===== src/core_macros.svh =====
// Core width and instruction field macros
// Shared by the ISA and pipeline packages and by the decode logic
`ifndef CORE_MACROS_SVH
`define CORE_MACROS_SVH

// Datapath widths
`define DATA_W 32
`define REG_W 5
`define IMM_W 16

// Opcode field position
`define OPC_W 6
`define OPC_LSB 26

// Register field positions
`define DEST_LSB 21
`define SRC0_LSB 16
`define SRC1_LSB 11

// Condition code, low bits of the word
`define CC_W 4
`define CC_LSB 0

// Extra shift or advance data
`define ADV_W 6
`define ADV_LSB 5

`endif


===== src/isa_pkg.sv =====
// Instruction set definitions
// Opcode encodings, execution unit one-hot select and per-unit command codes
`default_nettype none

`include "core_macros.svh"

package isa_pkg;

	typedef enum logic [`OPC_W-1:0] {
		// Register forms
		OP_ADD  = 6'h00,
		OP_SUB  = 6'h01,
		OP_AND  = 6'h02,
		OP_OR   = 6'h03,
		OP_XOR  = 6'h04,
		OP_SHL  = 6'h05,
		OP_SHR  = 6'h06,
		OP_MUL  = 6'h07,
		OP_UDIV = 6'h08,
		OP_SDIV = 6'h09,
		// Immediate forms
		OP_ADDI = 6'h10,
		OP_ANDI = 6'h12,
		OP_SHLI = 6'h15,
		// Memory and branch
		OP_LD   = 6'h18,
		OP_ST   = 6'h19,
		OP_BR   = 6'h20,
		// System register access
		OP_SRR  = 6'h28,
		OP_SRW  = 6'h29
	} opcode_t;

	typedef enum logic [9:0] {
		EX_NONE     = 10'b00_0000_0000,
		EX_SYS_REG  = 10'b10_0000_0000,
		EX_SYS_LDST = 10'b01_0000_0000,
		EX_LOGIC    = 10'b00_1000_0000,
		EX_SHIFT    = 10'b00_0100_0000,
		EX_ADDER    = 10'b00_0010_0000,
		EX_MUL      = 10'b00_0001_0000,
		EX_SDIV     = 10'b00_0000_1000,
		EX_UDIV     = 10'b00_0000_0100,
		EX_LDST     = 10'b00_0000_0010,
		EX_BRANCH   = 10'b00_0000_0001
	} ex_unit_t;

	typedef logic [4:0] cmd_t;

	// Command codes, meaningful only together with the unit select
	localparam cmd_t CMD_ADD = 5'd0;
	localparam cmd_t CMD_SUB = 5'd1;
	localparam cmd_t CMD_AND = 5'd0;
	localparam cmd_t CMD_OR  = 5'd1;
	localparam cmd_t CMD_XOR = 5'd2;
	localparam cmd_t CMD_SHL = 5'd0;
	localparam cmd_t CMD_SHR = 5'd1;
	localparam cmd_t CMD_LD  = 5'd0;
	localparam cmd_t CMD_ST  = 5'd1;
	localparam cmd_t CMD_BR  = 5'd0;
	localparam cmd_t CMD_SRR = 5'd0;
	localparam cmd_t CMD_SRW = 5'd1;
	localparam cmd_t CMD_MULDIV = 5'd0;

endpackage

`default_nettype wire


===== src/pipe_pkg.sv =====
// Pipeline bundles
// Fetch output, decoder control and operand results, and the decoded bundle
// that leaves the decode stage
`default_nettype none

`include "core_macros.svh"

package pipe_pkg;

	typedef struct packed {
		logic [`DATA_W-1:0] inst;
		logic [`DATA_W-1:0] pc;
		logic branch_predict;
		logic [`DATA_W-1:0] branch_predict_addr;
		logic pagefault;
		logic privilege_error;
		logic invalid_inst;
		logic paging_ena;
		logic kernel_access;
	} fetch_bundle_t;

	typedef struct packed {
		isa_pkg::cmd_t cmd;
		isa_pkg::ex_unit_t ex_unit;
		logic writeback;
		logic flags_writeback;
		logic source0_active;
		logic source1_active;
		logic source0_sysreg;
		logic destination_sysreg;
		logic source1_imm;
		logic commit_wait;
		logic error;
	} ctrl_bundle_t;

	typedef struct packed {
		logic [`REG_W-1:0] source0;
		logic [`REG_W-1:0] destination;
		logic [`DATA_W-1:0] source1;
		logic [`CC_W-1:0] cc;
		logic [`ADV_W-1:0] adv_data;
	} operand_bundle_t;

	// Fetch fields minus the raw word, plus both decoder results
	typedef struct packed {
		logic [`DATA_W-1:0] pc;
		logic branch_predict;
		logic [`DATA_W-1:0] branch_predict_addr;
		logic pagefault;
		logic privilege_error;
		logic invalid_inst;
		logic paging_ena;
		logic kernel_access;
		ctrl_bundle_t ctrl;
		operand_bundle_t operand;
	} decode_bundle_t;

endpackage

`default_nettype wire


===== src/decode_function.sv =====
// Opcode decoder
// Maps the opcode field to command, unit select, writeback and source control
// Unknown opcodes raise error with no unit selected
`timescale 1ns/1ps
`default_nettype none

`include "core_macros.svh"

module decode_function (
	input wire [`DATA_W-1:0] inst,
	output pipe_pkg::ctrl_bundle_t ctrl
);

	isa_pkg::opcode_t opcode;
	logic reg_form;

	assign opcode = isa_pkg::opcode_t'(inst[`OPC_LSB +: `OPC_W]);
	// Register forms occupy the lowest opcode block
	assign reg_form = (inst[`OPC_LSB + `OPC_W - 1 -: 2] == 2'b00);

	always_comb begin
		ctrl.cmd = '0;
		ctrl.ex_unit = isa_pkg::EX_NONE;
		ctrl.writeback = 1'b1;
		ctrl.source0_active = 1'b1;
		ctrl.source1_active = reg_form;
		ctrl.source0_sysreg = 1'b0;
		ctrl.destination_sysreg = 1'b0;
		ctrl.source1_imm = 1'b0;
		ctrl.commit_wait = 1'b0;
		ctrl.error = 1'b0;
		case (opcode)
			isa_pkg::OP_ADD: begin
				ctrl.ex_unit = isa_pkg::EX_ADDER;
				ctrl.cmd = isa_pkg::CMD_ADD;
			end
			isa_pkg::OP_SUB: begin
				ctrl.ex_unit = isa_pkg::EX_ADDER;
				ctrl.cmd = isa_pkg::CMD_SUB;
			end
			isa_pkg::OP_AND: begin
				ctrl.ex_unit = isa_pkg::EX_LOGIC;
				ctrl.cmd = isa_pkg::CMD_AND;
			end
			isa_pkg::OP_OR: begin
				ctrl.ex_unit = isa_pkg::EX_LOGIC;
				ctrl.cmd = isa_pkg::CMD_OR;
			end
			isa_pkg::OP_XOR: begin
				ctrl.ex_unit = isa_pkg::EX_LOGIC;
				ctrl.cmd = isa_pkg::CMD_XOR;
			end
			isa_pkg::OP_SHL: begin
				ctrl.ex_unit = isa_pkg::EX_SHIFT;
				ctrl.cmd = isa_pkg::CMD_SHL;
			end
			isa_pkg::OP_SHR: begin
				ctrl.ex_unit = isa_pkg::EX_SHIFT;
				ctrl.cmd = isa_pkg::CMD_SHR;
			end
			isa_pkg::OP_MUL: begin
				ctrl.ex_unit = isa_pkg::EX_MUL;
				ctrl.cmd = isa_pkg::CMD_MULDIV;
			end
			// Divides are multi-cycle and hold commit
			isa_pkg::OP_UDIV: begin
				ctrl.ex_unit = isa_pkg::EX_UDIV;
				ctrl.cmd = isa_pkg::CMD_MULDIV;
				ctrl.commit_wait = 1'b1;
			end
			isa_pkg::OP_SDIV: begin
				ctrl.ex_unit = isa_pkg::EX_SDIV;
				ctrl.cmd = isa_pkg::CMD_MULDIV;
				ctrl.commit_wait = 1'b1;
			end
			isa_pkg::OP_ADDI: begin
				ctrl.ex_unit = isa_pkg::EX_ADDER;
				ctrl.cmd = isa_pkg::CMD_ADD;
				ctrl.source1_imm = 1'b1;
			end
			isa_pkg::OP_ANDI: begin
				ctrl.ex_unit = isa_pkg::EX_LOGIC;
				ctrl.cmd = isa_pkg::CMD_AND;
				ctrl.source1_imm = 1'b1;
			end
			isa_pkg::OP_SHLI: begin
				ctrl.ex_unit = isa_pkg::EX_SHIFT;
				ctrl.cmd = isa_pkg::CMD_SHL;
				ctrl.source1_imm = 1'b1;
			end
			isa_pkg::OP_LD: begin
				ctrl.ex_unit = isa_pkg::EX_LDST;
				ctrl.cmd = isa_pkg::CMD_LD;
				ctrl.source1_imm = 1'b1;
			end
			// Store reads the data register and the offset
			isa_pkg::OP_ST: begin
				ctrl.ex_unit = isa_pkg::EX_LDST;
				ctrl.cmd = isa_pkg::CMD_ST;
				ctrl.source1_imm = 1'b1;
				ctrl.source1_active = 1'b1;
				ctrl.writeback = 1'b0;
			end
			isa_pkg::OP_BR: begin
				ctrl.ex_unit = isa_pkg::EX_BRANCH;
				ctrl.cmd = isa_pkg::CMD_BR;
				ctrl.source0_active = 1'b0;
				ctrl.writeback = 1'b0;
			end
			isa_pkg::OP_SRR: begin
				ctrl.ex_unit = isa_pkg::EX_SYS_REG;
				ctrl.cmd = isa_pkg::CMD_SRR;
				ctrl.source0_active = 1'b0;
				ctrl.source0_sysreg = 1'b1;
			end
			isa_pkg::OP_SRW: begin
				ctrl.ex_unit = isa_pkg::EX_SYS_REG;
				ctrl.cmd = isa_pkg::CMD_SRW;
				ctrl.destination_sysreg = 1'b1;
				ctrl.commit_wait = 1'b1;
				ctrl.writeback = 1'b0;
			end
			default: begin
				ctrl.error = 1'b1;
				ctrl.writeback = 1'b0;
				ctrl.source0_active = 1'b0;
				ctrl.source1_active = 1'b0;
			end
		endcase
		// Only arithmetic and logic results update flags
		ctrl.flags_writeback = (ctrl.ex_unit == isa_pkg::EX_ADDER)
			|| (ctrl.ex_unit == isa_pkg::EX_LOGIC);
	end

	// At most one unit, and none only for an unknown opcode
	a_unit_select: assert final ($onehot0(ctrl.ex_unit)
		&& ((ctrl.ex_unit == isa_pkg::EX_NONE) == ctrl.error))
		else $error("decode_function: unit select %b with error %b",
			ctrl.ex_unit, ctrl.error);

endmodule

`default_nettype wire


===== src/operand_extract.sv =====
// Operand field extraction
// Slices register numbers, condition code and shift data from the word
// and builds source1 from either the immediate or the register index
`timescale 1ns/1ps
`default_nettype none

`include "core_macros.svh"

module operand_extract (
	input wire [`DATA_W-1:0] inst,
	input wire source1_imm,
	output pipe_pkg::operand_bundle_t operand
);

	logic [`IMM_W-1:0] imm;
	logic [`REG_W-1:0] source1_idx;
	logic [`DATA_W-1:0] imm_sext;
	logic [`DATA_W-1:0] idx_zext;

	assign imm = inst[`IMM_W-1:0];
	assign source1_idx = inst[`SRC1_LSB +: `REG_W];

	// Immediate is signed
	assign imm_sext = {{(`DATA_W - `IMM_W){imm[`IMM_W-1]}}, imm};
	assign idx_zext = {{(`DATA_W - `REG_W){1'b0}}, source1_idx};

	assign operand.source0 = inst[`SRC0_LSB +: `REG_W];
	assign operand.destination = inst[`DEST_LSB +: `REG_W];
	assign operand.source1 = source1_imm ? imm_sext : idx_zext;

	// Both overlap the immediate field
	assign operand.cc = inst[`CC_LSB +: `CC_W];
	assign operand.adv_data = inst[`ADV_LSB +: `ADV_W];

endmodule

`default_nettype wire


===== src/decode_stage.sv =====
// Decode stage
// Runs the opcode decoder and the operand extractor side by side,
// merges the invalid opcode fault and registers the decoded bundle
// under the valid/lock handshake with flush
`timescale 1ns/1ps
`default_nettype none

module decode_stage (
	input wire iCLOCK,
	input wire inRESET,
	input wire reset_sync,
	input wire flush,
	input wire prev_valid,
	input wire pipe_pkg::fetch_bundle_t prev_fetch,
	output logic prev_lock,
	output logic next_valid,
	output pipe_pkg::decode_bundle_t next_decode,
	input wire next_lock
);

	pipe_pkg::ctrl_bundle_t ctrl;
	pipe_pkg::operand_bundle_t operand;
	pipe_pkg::decode_bundle_t decode_d;
	pipe_pkg::decode_bundle_t b_decode;
	logic b_valid;

	decode_function i_decode_function (
		.inst (prev_fetch.inst),
		.ctrl (ctrl)
	);

	operand_extract i_operand_extract (
		.inst (prev_fetch.inst),
		.source1_imm (ctrl.source1_imm),
		.operand (operand)
	);

	always_comb begin
		decode_d.pc = prev_fetch.pc;
		decode_d.branch_predict = prev_fetch.branch_predict;
		decode_d.branch_predict_addr = prev_fetch.branch_predict_addr;
		decode_d.pagefault = prev_fetch.pagefault;
		decode_d.privilege_error = prev_fetch.privilege_error;
		// Unknown opcode adds to any fault from fetch
		decode_d.invalid_inst = prev_fetch.invalid_inst | ctrl.error;
		decode_d.paging_ena = prev_fetch.paging_ena;
		decode_d.kernel_access = prev_fetch.kernel_access;
		decode_d.ctrl = ctrl;
		decode_d.operand = operand;
	end

	always_ff @(posedge iCLOCK or negedge inRESET) begin
		if (!inRESET) begin
			b_valid <= 1'b0;
			b_decode <= '0;
		end else if (reset_sync || flush) begin
			b_valid <= 1'b0;
			b_decode <= '0;
		end else if (!next_lock) begin
			b_valid <= prev_valid;
			b_decode <= decode_d;
		end
	end

	// Single entry, so back-pressure goes straight through
	assign prev_lock = next_lock;

	assign next_valid = b_valid;
	assign next_decode = b_decode;

	// Held output must not change while the next stage is locked
	a_lock_hold: assert property (@(posedge iCLOCK) disable iff (!inRESET)
		(next_lock && !flush && !reset_sync) |=> ($stable(next_valid) && $stable(next_decode)))
		else $error("decode_stage: output changed under lock");

	// A flush always empties the stage on the following edge
	a_flush_empty: assert property (@(posedge iCLOCK) disable iff (!inRESET)
		(flush || reset_sync) |=> !next_valid)
		else $error("decode_stage: next_valid set after flush");

endmodule

`default_nettype wire


===== config.mk =====
export PLATFORM = sky130hd
export DESIGN_NAME = decode_stage
export DESIGN_NICKNAME = d
export VERILOG_FILES = /design/src/isa_pkg.sv /design/src/pipe_pkg.sv /design/src/decode_function.sv /design/src/operand_extract.sv /design/src/decode_stage.sv
export VERILOG_INCLUDE_DIRS = /design/src
export SDC_FILE = /design/constraint.sdc
export NUM_CORES = 1
export LEC_CHECK = 0
export BUFFER_PORTS_ARGS = -buffer_cell sky130_fd_sc_hd__buf_2
export CORE_ASPECT_RATIO = 1.4
export CORE_UTILIZATION = 49
export CTS_CLUSTER_SIZE = 10
export DETAILED_ROUTE_END_ITERATION = 8
export GPL_TIMING_DRIVEN = 0
export PLACE_DENSITY = 0.85
export SETUP_SLACK_MARGIN = 0.2
export SLEW_MARGIN = 10
export SYNTH_ARGS = -nofsm -noshare
export SYNTH_HDL_FRONTEND = slang
export SYNTH_SLANG_ARGS = --single-unit

===== constraint.sdc =====
create_clock -name iCLOCK -period 1.66 [get_ports iCLOCK]
set_input_delay 0.332 -clock iCLOCK [delete_from_list [all_inputs] [get_ports iCLOCK]]
set_output_delay 0.332 -clock iCLOCK [all_outputs]
set_load 0.02 [all_outputs]

### Word level (Yosys, flattened, before mapping)

Cells that the tools add are included.

* register bits: 147
* logic and storage cells: 73

* equality and inequality tests: 20
* muxes and demuxes: 14
* bitwise gates (word level): 1
* reductions and logical operators: 13

Operator list (count)
* $mux W146: 2
* $pmux W12 S15: 1
* $mux W32: 1
* $eq A6 B5 Y1 const B: 5
* $eq A6 B3 Y1 const B: 4
* $eq A6 B6 Y1 const B: 3
* $reduce_or A18 Y1: 1
* $reduce_or A17 Y1: 1
* $reduce_or A16 Y1: 1
* $reduce_or A15 Y1: 1
* $eq A6 B2 Y1 const B: 2
* $eq A6 B4 Y1 const B: 2
* $eq A10 B6 Y1 const B: 1
* $eq A10 B8 Y1 const B: 1
* $mux W1: 9
* $eq A6 B1 Y1 const B: 1
* $logic_not A6 Y1: 1
* $reduce_or A2 Y1: 3
* $reduce_or A5 Y1: 1
* $reduce_or A3 Y1: 1
* $logic_not A2 Y1: 1
* $logic_or A1 B1 Y1: 2
* $ne A2 B1 Y1 const B: 1
* $pmux W1 S2: 1
* $or A1 B1 Y1: 1

### Longest topological paths before layout

Gate-level depths: netlist (run 1).

* word-level depth: 7
* gate-level depth with buffers: 6

### Cells and area by module

From an unflattened synthesis (run 1), not the netlist that was laid out.

* cells, all modules: 609
* area, all modules: 7013.0 um^2

By module, submodules not included
* decode_stage: instances 1, cells an instance 477, area an instance 6093.3 um^2, seq. area each 3678.5 um^2
* decode_function: instances 1, cells an instance 78, area an instance 481.7 um^2, seq. area each 0.0 um^2
* operand_extract: instances 1, cells an instance 54, area an instance 437.9 um^2, seq. area each 0.0 um^2

### Worst setup path before layout (run 1)

No wires, ideal clock.

* path kind: in2reg
* start point: input prev_fetch[98] in the netlist's numbering
* end point: register b_decode (netlist bit next_decode[21])
* setup time: 0.122 ns
* arrival time: 1.341 ns
* required time: 1.538 ns
* setup slack: 0.198 ns
* stages on the path: 6
* buffers on the path: 2
* cell sequence: buf_4 > and2b_4 > a211oi_4 > nor2_4 > buf_6 > a32o_1

* cells in the longest elaborated chain, start to end: 6
* elaborated cells between the ends (all ways): 10
* classes of those cells: 5 x eq/ne; 4 x mux; 1 x reduce/logical

Ends and longest elaborated chain
* from (decl): line decode_stage.sv:14 `input wire pipe_pkg::fetch_bundle_t prev_fetch,`
* $eq A6 B5 Y1: line decode_function.sv:32 `case (opcode)`
* $reduce_or A5 Y1 (no source line) (*)
* $mux W1 (*): line decode_function.sv:32
* $mux W32 (*): line operand_extract.sv:29 `assign operand.source1 = source1_imm ? imm_sext : idx_zext;`
* $mux W146 (*): line decode_stage.sv:59 `end else if (!next_lock) begin`
* $mux W146 (*): line decode_stage.sv:56 `end else if (reset_sync || flush) begin`
* to (signal assigned): line decode_stage.sv:61 `b_decode <= decode_d;`
* to (decl): line decode_stage.sv:24 `pipe_pkg::decode_bundle_t b_decode;`

Every way passes the cells marked *; elsewhere a longest branch is shown, timed or not. The select of a mux whose other input is x is not followed.
A chain may end at the register's enable or synchronous reset.

==> reports/qor.yml, run 1 <==
outcome: "complete, no violations"
power_density_nw_per_um2: 1040
slew_viol_final: 0
finalSetupTns_ns: 0
cts.root.buffer_cell: "sky130_fd_sc_hd__clkbuf_16"
mapped_avg_cell_area_um2: 13.04
htreeDepth: 4
critical_path_endpoint_category: "primary output"
gr-total-overflow: 0
maximum_clock_path_buffer_count: 2
layout-drive-gt1-share: 0.5015
core_outline_area_um2: 10060
placementRows: 43
ys.flop_type: "sky130_fd_sc_hd__dfrtp_1"
area.growth.synth_to_final_pct: 45.35
synth-async-reset-ratio: 1.000
clk_transition_reported_paths_ns: 0.06
detail_route.vias_per_cell: 5.585
path_cells: "buf_6, buf_6, buf_6"
critPathLaunchType: "register"
initial_core_util: 0.5093
floorplan.die.width_um: 88.42
drt_pre_antenna_iters: 4
timing.final.crit_share: 0.9457
ys_top_cells_by_area: "sky130_fd_sc_hd__dfrtp_1, sky130_fd_sc_hd__a22o_1, sky130_fd_sc_hd__a32o_1, sky130_fd_sc_hd__buf_4, sky130_fd_sc_hd__buf_2"
timing.setup.critical_path_class: "reg2out"
maxCapViolCount: 0
grt_max_degree: 80
worst-endpoint-required_ns: 1.33
synthMostInstantiatedCell: "sky130_fd_sc_hd__dfrtp_1"
finalWirelength_um: 16390
drcViolationCount: 0
grt_first_pass_wirelength_um: 24440
grt_use_total: 0.3048
setup_viol_count_final: 0
p_leak_nw: 4.144
dr_total_vias: 4608
finalNetCount: 778
synth.cell_area_um2: 5124
critical-path-top-cell-by-count: "sky130_fd_sc_hd__buf_6"
synth_enable_flop_cells: 0
clkLatencyLatePin_ns: 0.40
yosys_warnings: 0
die_h_um: 123.0
cts_tree: "built"
detailed_place_hpwl_um: 11780
dp_cells: 781
seq_area_frac_synth: 0.6203
critical_path_arrival_ns: 1.24
peak_fanout_along_the_critical_path: 6
dr.first_iter.drc_count: 242
ant_nets: 0
clkSinkCount: 127
inserted_clock_buffers: 17
design.portCount: 256
design_power_total_w: 0.007742
routed_wire_length_per_instance_um: 19.86
vias_in_the_first_global_route: 4612
post_synth_cell_types: 45
place.port_buffers: 249
skew_ns: 0
filler_cell_count: 656
clock.fmax_ghz: 0.6370
report.final.hold_viol_count: 0
place_congestion: 0.9712
yosys_register_bits: 127
hp-class: "in2reg"
final_core_utilization: 0.7402
finalWorstPathRequiredPeriod_ns: 1.570
setup_ws_ns: 0.09019
fin_cells: 825
setup_ws_pre_cts_ns: -0.1600
synth.cells.most_frequent: "sky130_fd_sc_hd__dfrtp_1, sky130_fd_sc_hd__a22o_1, sky130_fd_sc_hd__nand2_1"
rrSetupSlack_ns: 0.76
synth_largest_area_cell: "sky130_fd_sc_hd__dfrtp_1"
post_synthesis_cell_count: 393
grt_antenna_before_repair: 10
worst_path_max_delay_cell: "sky130_fd_sc_hd__dfrtp_2"
netlist.area_leader.share: 0.6203
worst_path_largest_cell_delay_ns: 0.44
maximum_vdd_ir_drop_v: 0.0007337
fp.dieArea_um2: 10870
rsz0062_at_grt: "true"
cell usage in the layout (no fill, tap or decap), drive strengths merged, types with 2 or more instances in the layout:
| cell | netlist | layout |
|---|---|---|
| a211oi | 2 | 2 |
| buf | 45 | 296 |
| clkinv | 0 | 4 |
| dfrtp | 127 | 127 |
| o31ai | 3 | 3 |
| nor3 | 5 | 5 |
| a22o | 90 | 90 |
| nand3 | 3 | 3 |
| nand3b | 2 | 2 |
| bufinv | 0 | 3 |
| a21o | 2 | 2 |
| a22oi | 2 | 2 |
| nand2b | 3 | 3 |
| conb | 1 | 4 |
| nand2 | 24 | 24 |
| clkinvlp | 0 | 2 |
| a32o | 20 | 20 |
| inv | 9 | 12 |
| o21ai | 10 | 10 |
| nor2 | 9 | 9 |
| o221ai | 5 | 5 |
| nor2b | 2 | 2 |
| diode | 0 | 8 |
| clkbuf | 10 | 32 |
| nor3b | 3 | 3 |
| a21oi | 2 | 2 |
power by group:
part | total (W) | internal, W | switching (W)
logic | 0.000741 | 0.000282 | 0.000459
registers | 0.00322 | 0.00318 | 0.0000457
clock network | 0.00378 | 0.00240 | 0.00137
total | 0.00774 | 0.00586 | 0.00188
path summary, 6_finish.rpt:
| path | start | to | cells after the start |
|---|---|---|---|
| worst min register to register | next_decode[23]$_DFFE_PN0P_ | next_decode[23]$_DFFE_PN0P_ | 1 |
| max in group asynchronous | inRESET | next_decode[40]$_DFFE_PN0P_ | 3 |
| worst max-delay path | next_decode[40]$_DFFE_PN0P_ | next_decode[36] | 3 |
| min in group asynchronous | inRESET | next_decode[109]$_DFFE_PN0P_ | 2 |
| worst max register to register | next_decode[78]$_DFFE_PN0P_ | next_decode[78]$_DFFE_PN0P_ | 3 |
| worst min-delay path | prev_fetch[0] | next_decode[76]$_DFFE_PN0P_ | 2 |
sequential cells by signal (all words and copies together) (netlist names):
name,count
next_valid,1
next_decode,126
layer usage:
metal  wire length [um]  GRT usage  vias to the layer above
met5                 34          0                        -
met4                681     0.1683                        6
met3               1678     0.1262                       57
met2               8152     0.4952                      261
met1               5839     0.3347                     2262
li1                   -          -                     2022
critical path: cells and delay by family (launching register included):
family,cells,cell delay (ns)
buf+inv,3,0.38
flops,1,0.44
what timing repair did:
action | 4_1_cts | 5_1_grt
setup buffers | 3 | 0
gates cloned | 1 | 0
endpoints found under the hold margin | 48 | 0
setup endpoints to repair | 17 | 65
hold buffers | 1 | 0
resized for setup | 54 | 9
area by class of cell:
cell class | count | area (um^2) | area share
Clock buffer | 19 | 442.9 | 0.05948
Antenna cell | 8 | 20.02 | 0.002688
Sequential cell | 127 | 3179 | 0.4269
Timing Repair Buffer | 255 | 1441 | 0.1935
Multi-Input combinational cell | 205 | 1597 | 0.2144
Buffer | 55 | 405.4 | 0.05444
Clock inverter | 12 | 158.9 | 0.02134
Tap cell | 135 | 168.9 | 0.02268
Inverter | 9 | 33.78 | 0.004536
stage by stage:
| stage | area [um^2] | hold WS, ns |
|---|---|---|
| 2_1_floorplan | 5139 | 0.03641 |
| 3_3_place_gp | 6554 | 0.4602 |
| 3_5_place_dp | 6588 | 0.3019 |
| 4_1_cts | 7401 | 0.1329 |
| 5_1_grt | 7435 | 0.1319 |
| 6_report | 7447 | 0.1403 |
logic make-up after synthesis:
group | synth area share
AND/OR/NAND/NOR | 0.06521
flip-flops | 0.6203
AO/OA/AOI/OAI | 0.2386
multiplexers | 0.001954
XOR/XNOR | 0.001710
buffers and inverters | 0.07155
other | 0.0007319
No activity file was read; power rests on OpenSTA's default activity.
==> run 2, diff against run 1 <==
CORE_UTILIZATION = 46   (was 49)
MAX_ROUTING_LAYER = met4   (was unset)
PLACE_DENSITY = 0.8   (was 0.85)
clock period = 1.6 ns   (was 1.66 ns; I/O delays follow)
==> reports/qor.yml, run 2 (synthesis results as in run 1) <==
finalWorstPathRequiredPeriod_ns: 1.545
core_outline_area_um2: 10870  # +8.0%
critical_path_arrival_ns: 1.23  # about the same
gr-usage-met3: 0.06595  # -0.06022
hp-class: "in2reg"
max-slew-margin-rel: 0.6594
clk_transition_reported_paths_ns: 0.06  # about the same
worst_pin_slew_ns: 0.5109
design.portCount: 256  # unchanged
detailed_place.area_um2: 6599  # +0.17%
finalWirelength_um: 15090  # -7.9%
grt_use_total: 0.2727  # -0.03215
setup_ws_pre_cts_ns: -0.2133  # -0.05331 ns
place_congestion: 0.9454  # -2.7%
place.port_buffers: 249  # unchanged
ant_nets: 0  # unchanged
report.final.hold_viol_count: 0  # unchanged
maximum_clock_path_buffer_count: 2  # unchanged
setup_viol_count_final: 0  # unchanged
outcome: "complete, no violations"
clkSinkCount: 127  # unchanged
cts.root.buffer_cell: "sky130_fd_sc_hd__clkbuf_16"
postLayoutCellArea_um2: 7297  # -2.0%
grt_first_pass_wirelength_um: 23570  # -3.6%
drt_pre_antenna_iters: 5  # +1
finalNetCount: 776  # -0.26%
critPathLaunchType: "register"
htreeDepth: 4  # unchanged
max_ffs_per_register: 126  # unchanged
grt_max_degree: 75  # -6.3%
slew_viol_final: 0  # unchanged
routed_wire_length_per_instance_um: 18.38  # -7.5%
most-common-layout-cells: "sky130_fd_sc_hd__buf_2, sky130_fd_sc_hd__dfrtp_1, sky130_fd_sc_hd__a22o_1"
area.growth.synth_to_final_pct: 42.42
final_common_cell: "sky130_fd_sc_hd__buf_2"
cts_tree: "built"
die_h_um: 126.9  # +3.2%
timing.final.crit_share: 0.9657
detail_route.vias_per_cell: 5.421  # -2.9%
worstRegToRegCells: 3  # unchanged
placementRows: 45  # +4.7%
critical_path_endpoint_category: "primary output"
inserted_clock_buffers: 17  # unchanged
grt_antenna_before_repair: 0  # -10
detailed_place_hpwl_um: 11020  # -6.5%
dr.first_iter.drc_count: 167  # -31%
global_route.peak_usage_layer: "met2"
timing.setup.critical_path_class: "reg2out"
gr-total-overflow: 0  # unchanged
peak_fanout_along_the_critical_path: 9  # +3
vias_in_the_first_global_route: 4567  # -0.98%
gr-usage-met2: 0.4715  # -0.02371
initial_core_util: 0.4715  # -0.03776
power_density_nw_per_um2: 1105  # +6.3%
setup_ws_ns: 0.05487  # -0.03533 ns
dr_total_vias: 4451  # -3.4%
whs_path_depth: 2  # unchanged
met1_use_gr: 0.3073  # -0.02734
maxCapViolCount: 0  # unchanged
rsz0062_at_grt: "true"
fp.dieArea_um2: 11570  # +6.4%
skew_ns: 0  # unchanged
p_leak_nw: 4.108  # -0.87%
drcViolationCount: 0  # unchanged
clkLatencyLatePin_ns: 0.40  # about the same
clock.fmax_ghz: 0.6472
floorplan.die.width_um: 91.20  # +3.1%
maximum_vdd_ir_drop_v: 0.0006067  # -17%
worst-endpoint-required_ns: 1.28  # -0.05 ns
antenna_cells_inserted: 0  # -8
layout-drive-gt1-share: 0.4985  # -0.002937
run 2: worst max-delay path, cell delays in order, from the launching register on:
cell                      delay [ns]
sky130_fd_sc_hd__dfrtp_2        0.41
sky130_fd_sc_hd__buf_6          0.14
sky130_fd_sc_hd__buf_4          0.13
sky130_fd_sc_hd__buf_4          0.15
run 2: final cells by class:
cell class / count / area, um^2
Clock buffer: 20 / 446.7
Multi-Input combinational cell: 205 / 1597
Sequential cell: 127 / 3179
Tap cell: 141 / 176.4
Timing Repair Buffer: 253 / 1353
Fill cell: 819 / 3570
Clock inverter: 11 / 165.2
Buffer: 55 / 346.6
Inverter: 9 / 33.78
run 2: final timing paths:
kind	startpoint	end	slack, ns
max in group asynchronous	inRESET	next_decode[138]$_DFFE_PN0P_	0.45
hold reg to reg	next_decode[54]$_DFFE_PN0P_	next_decode[54]$_DFFE_PN0P_	0.48
setup / recovery	next_decode[40]$_DFFE_PN0P_	next_decode[37]	0.05
setup reg to reg	next_decode[78]$_DFFE_PN0P_	next_decode[78]$_DFFE_PN0P_	0.71
min in group asynchronous	inRESET	next_decode[63]$_DFFE_PN0P_	0.43
hold / removal	prev_fetch[23]	next_decode[99]$_DFFE_PN0P_	0.14
run 2: metal layers:
layer / routed length [um] / share of wire
met1: 5834 / 0.39
met2: 8164 / 0.54
met3: 887 / 0.059
met4: 204 / 0.014
met5: 0 / 0
run 2: where the power goes:
group / leakage (nW) / switching (W) / internal [W]
Clock: 0.288 / 0.00133 / 0.00263
Combinational: 2.08 / 0.000468 / 0.000290
Sequential: 1.74 / 0.0000474 / 0.00330
Total: 4.11 / 0.00184 / 0.00622
run 2: metrics by stage:
step	total power, W	hold slack [ns]	util	TNS, ns	std cells
global route	0.008340	0.1214	0.6715	0	821
CTS	0.008136	0.1166	0.6702	0	821
global placement	0.004119	0.4590	0.6041	-177.93	786
floorplan	0.003760	0.02441	-	0	396
detailed placement	0.004150	0.3006	0.6073	-14.32	787
finish	0.008061	0.1361	0.6715	0	821
run 2: timing repair:
item	4_1_cts	5_1_grt
hold buffers	1	0
setup endpoints to repair	19	52
hold endpoints to repair	53	0
buffers inserted	2	0
resized for setup	20	4
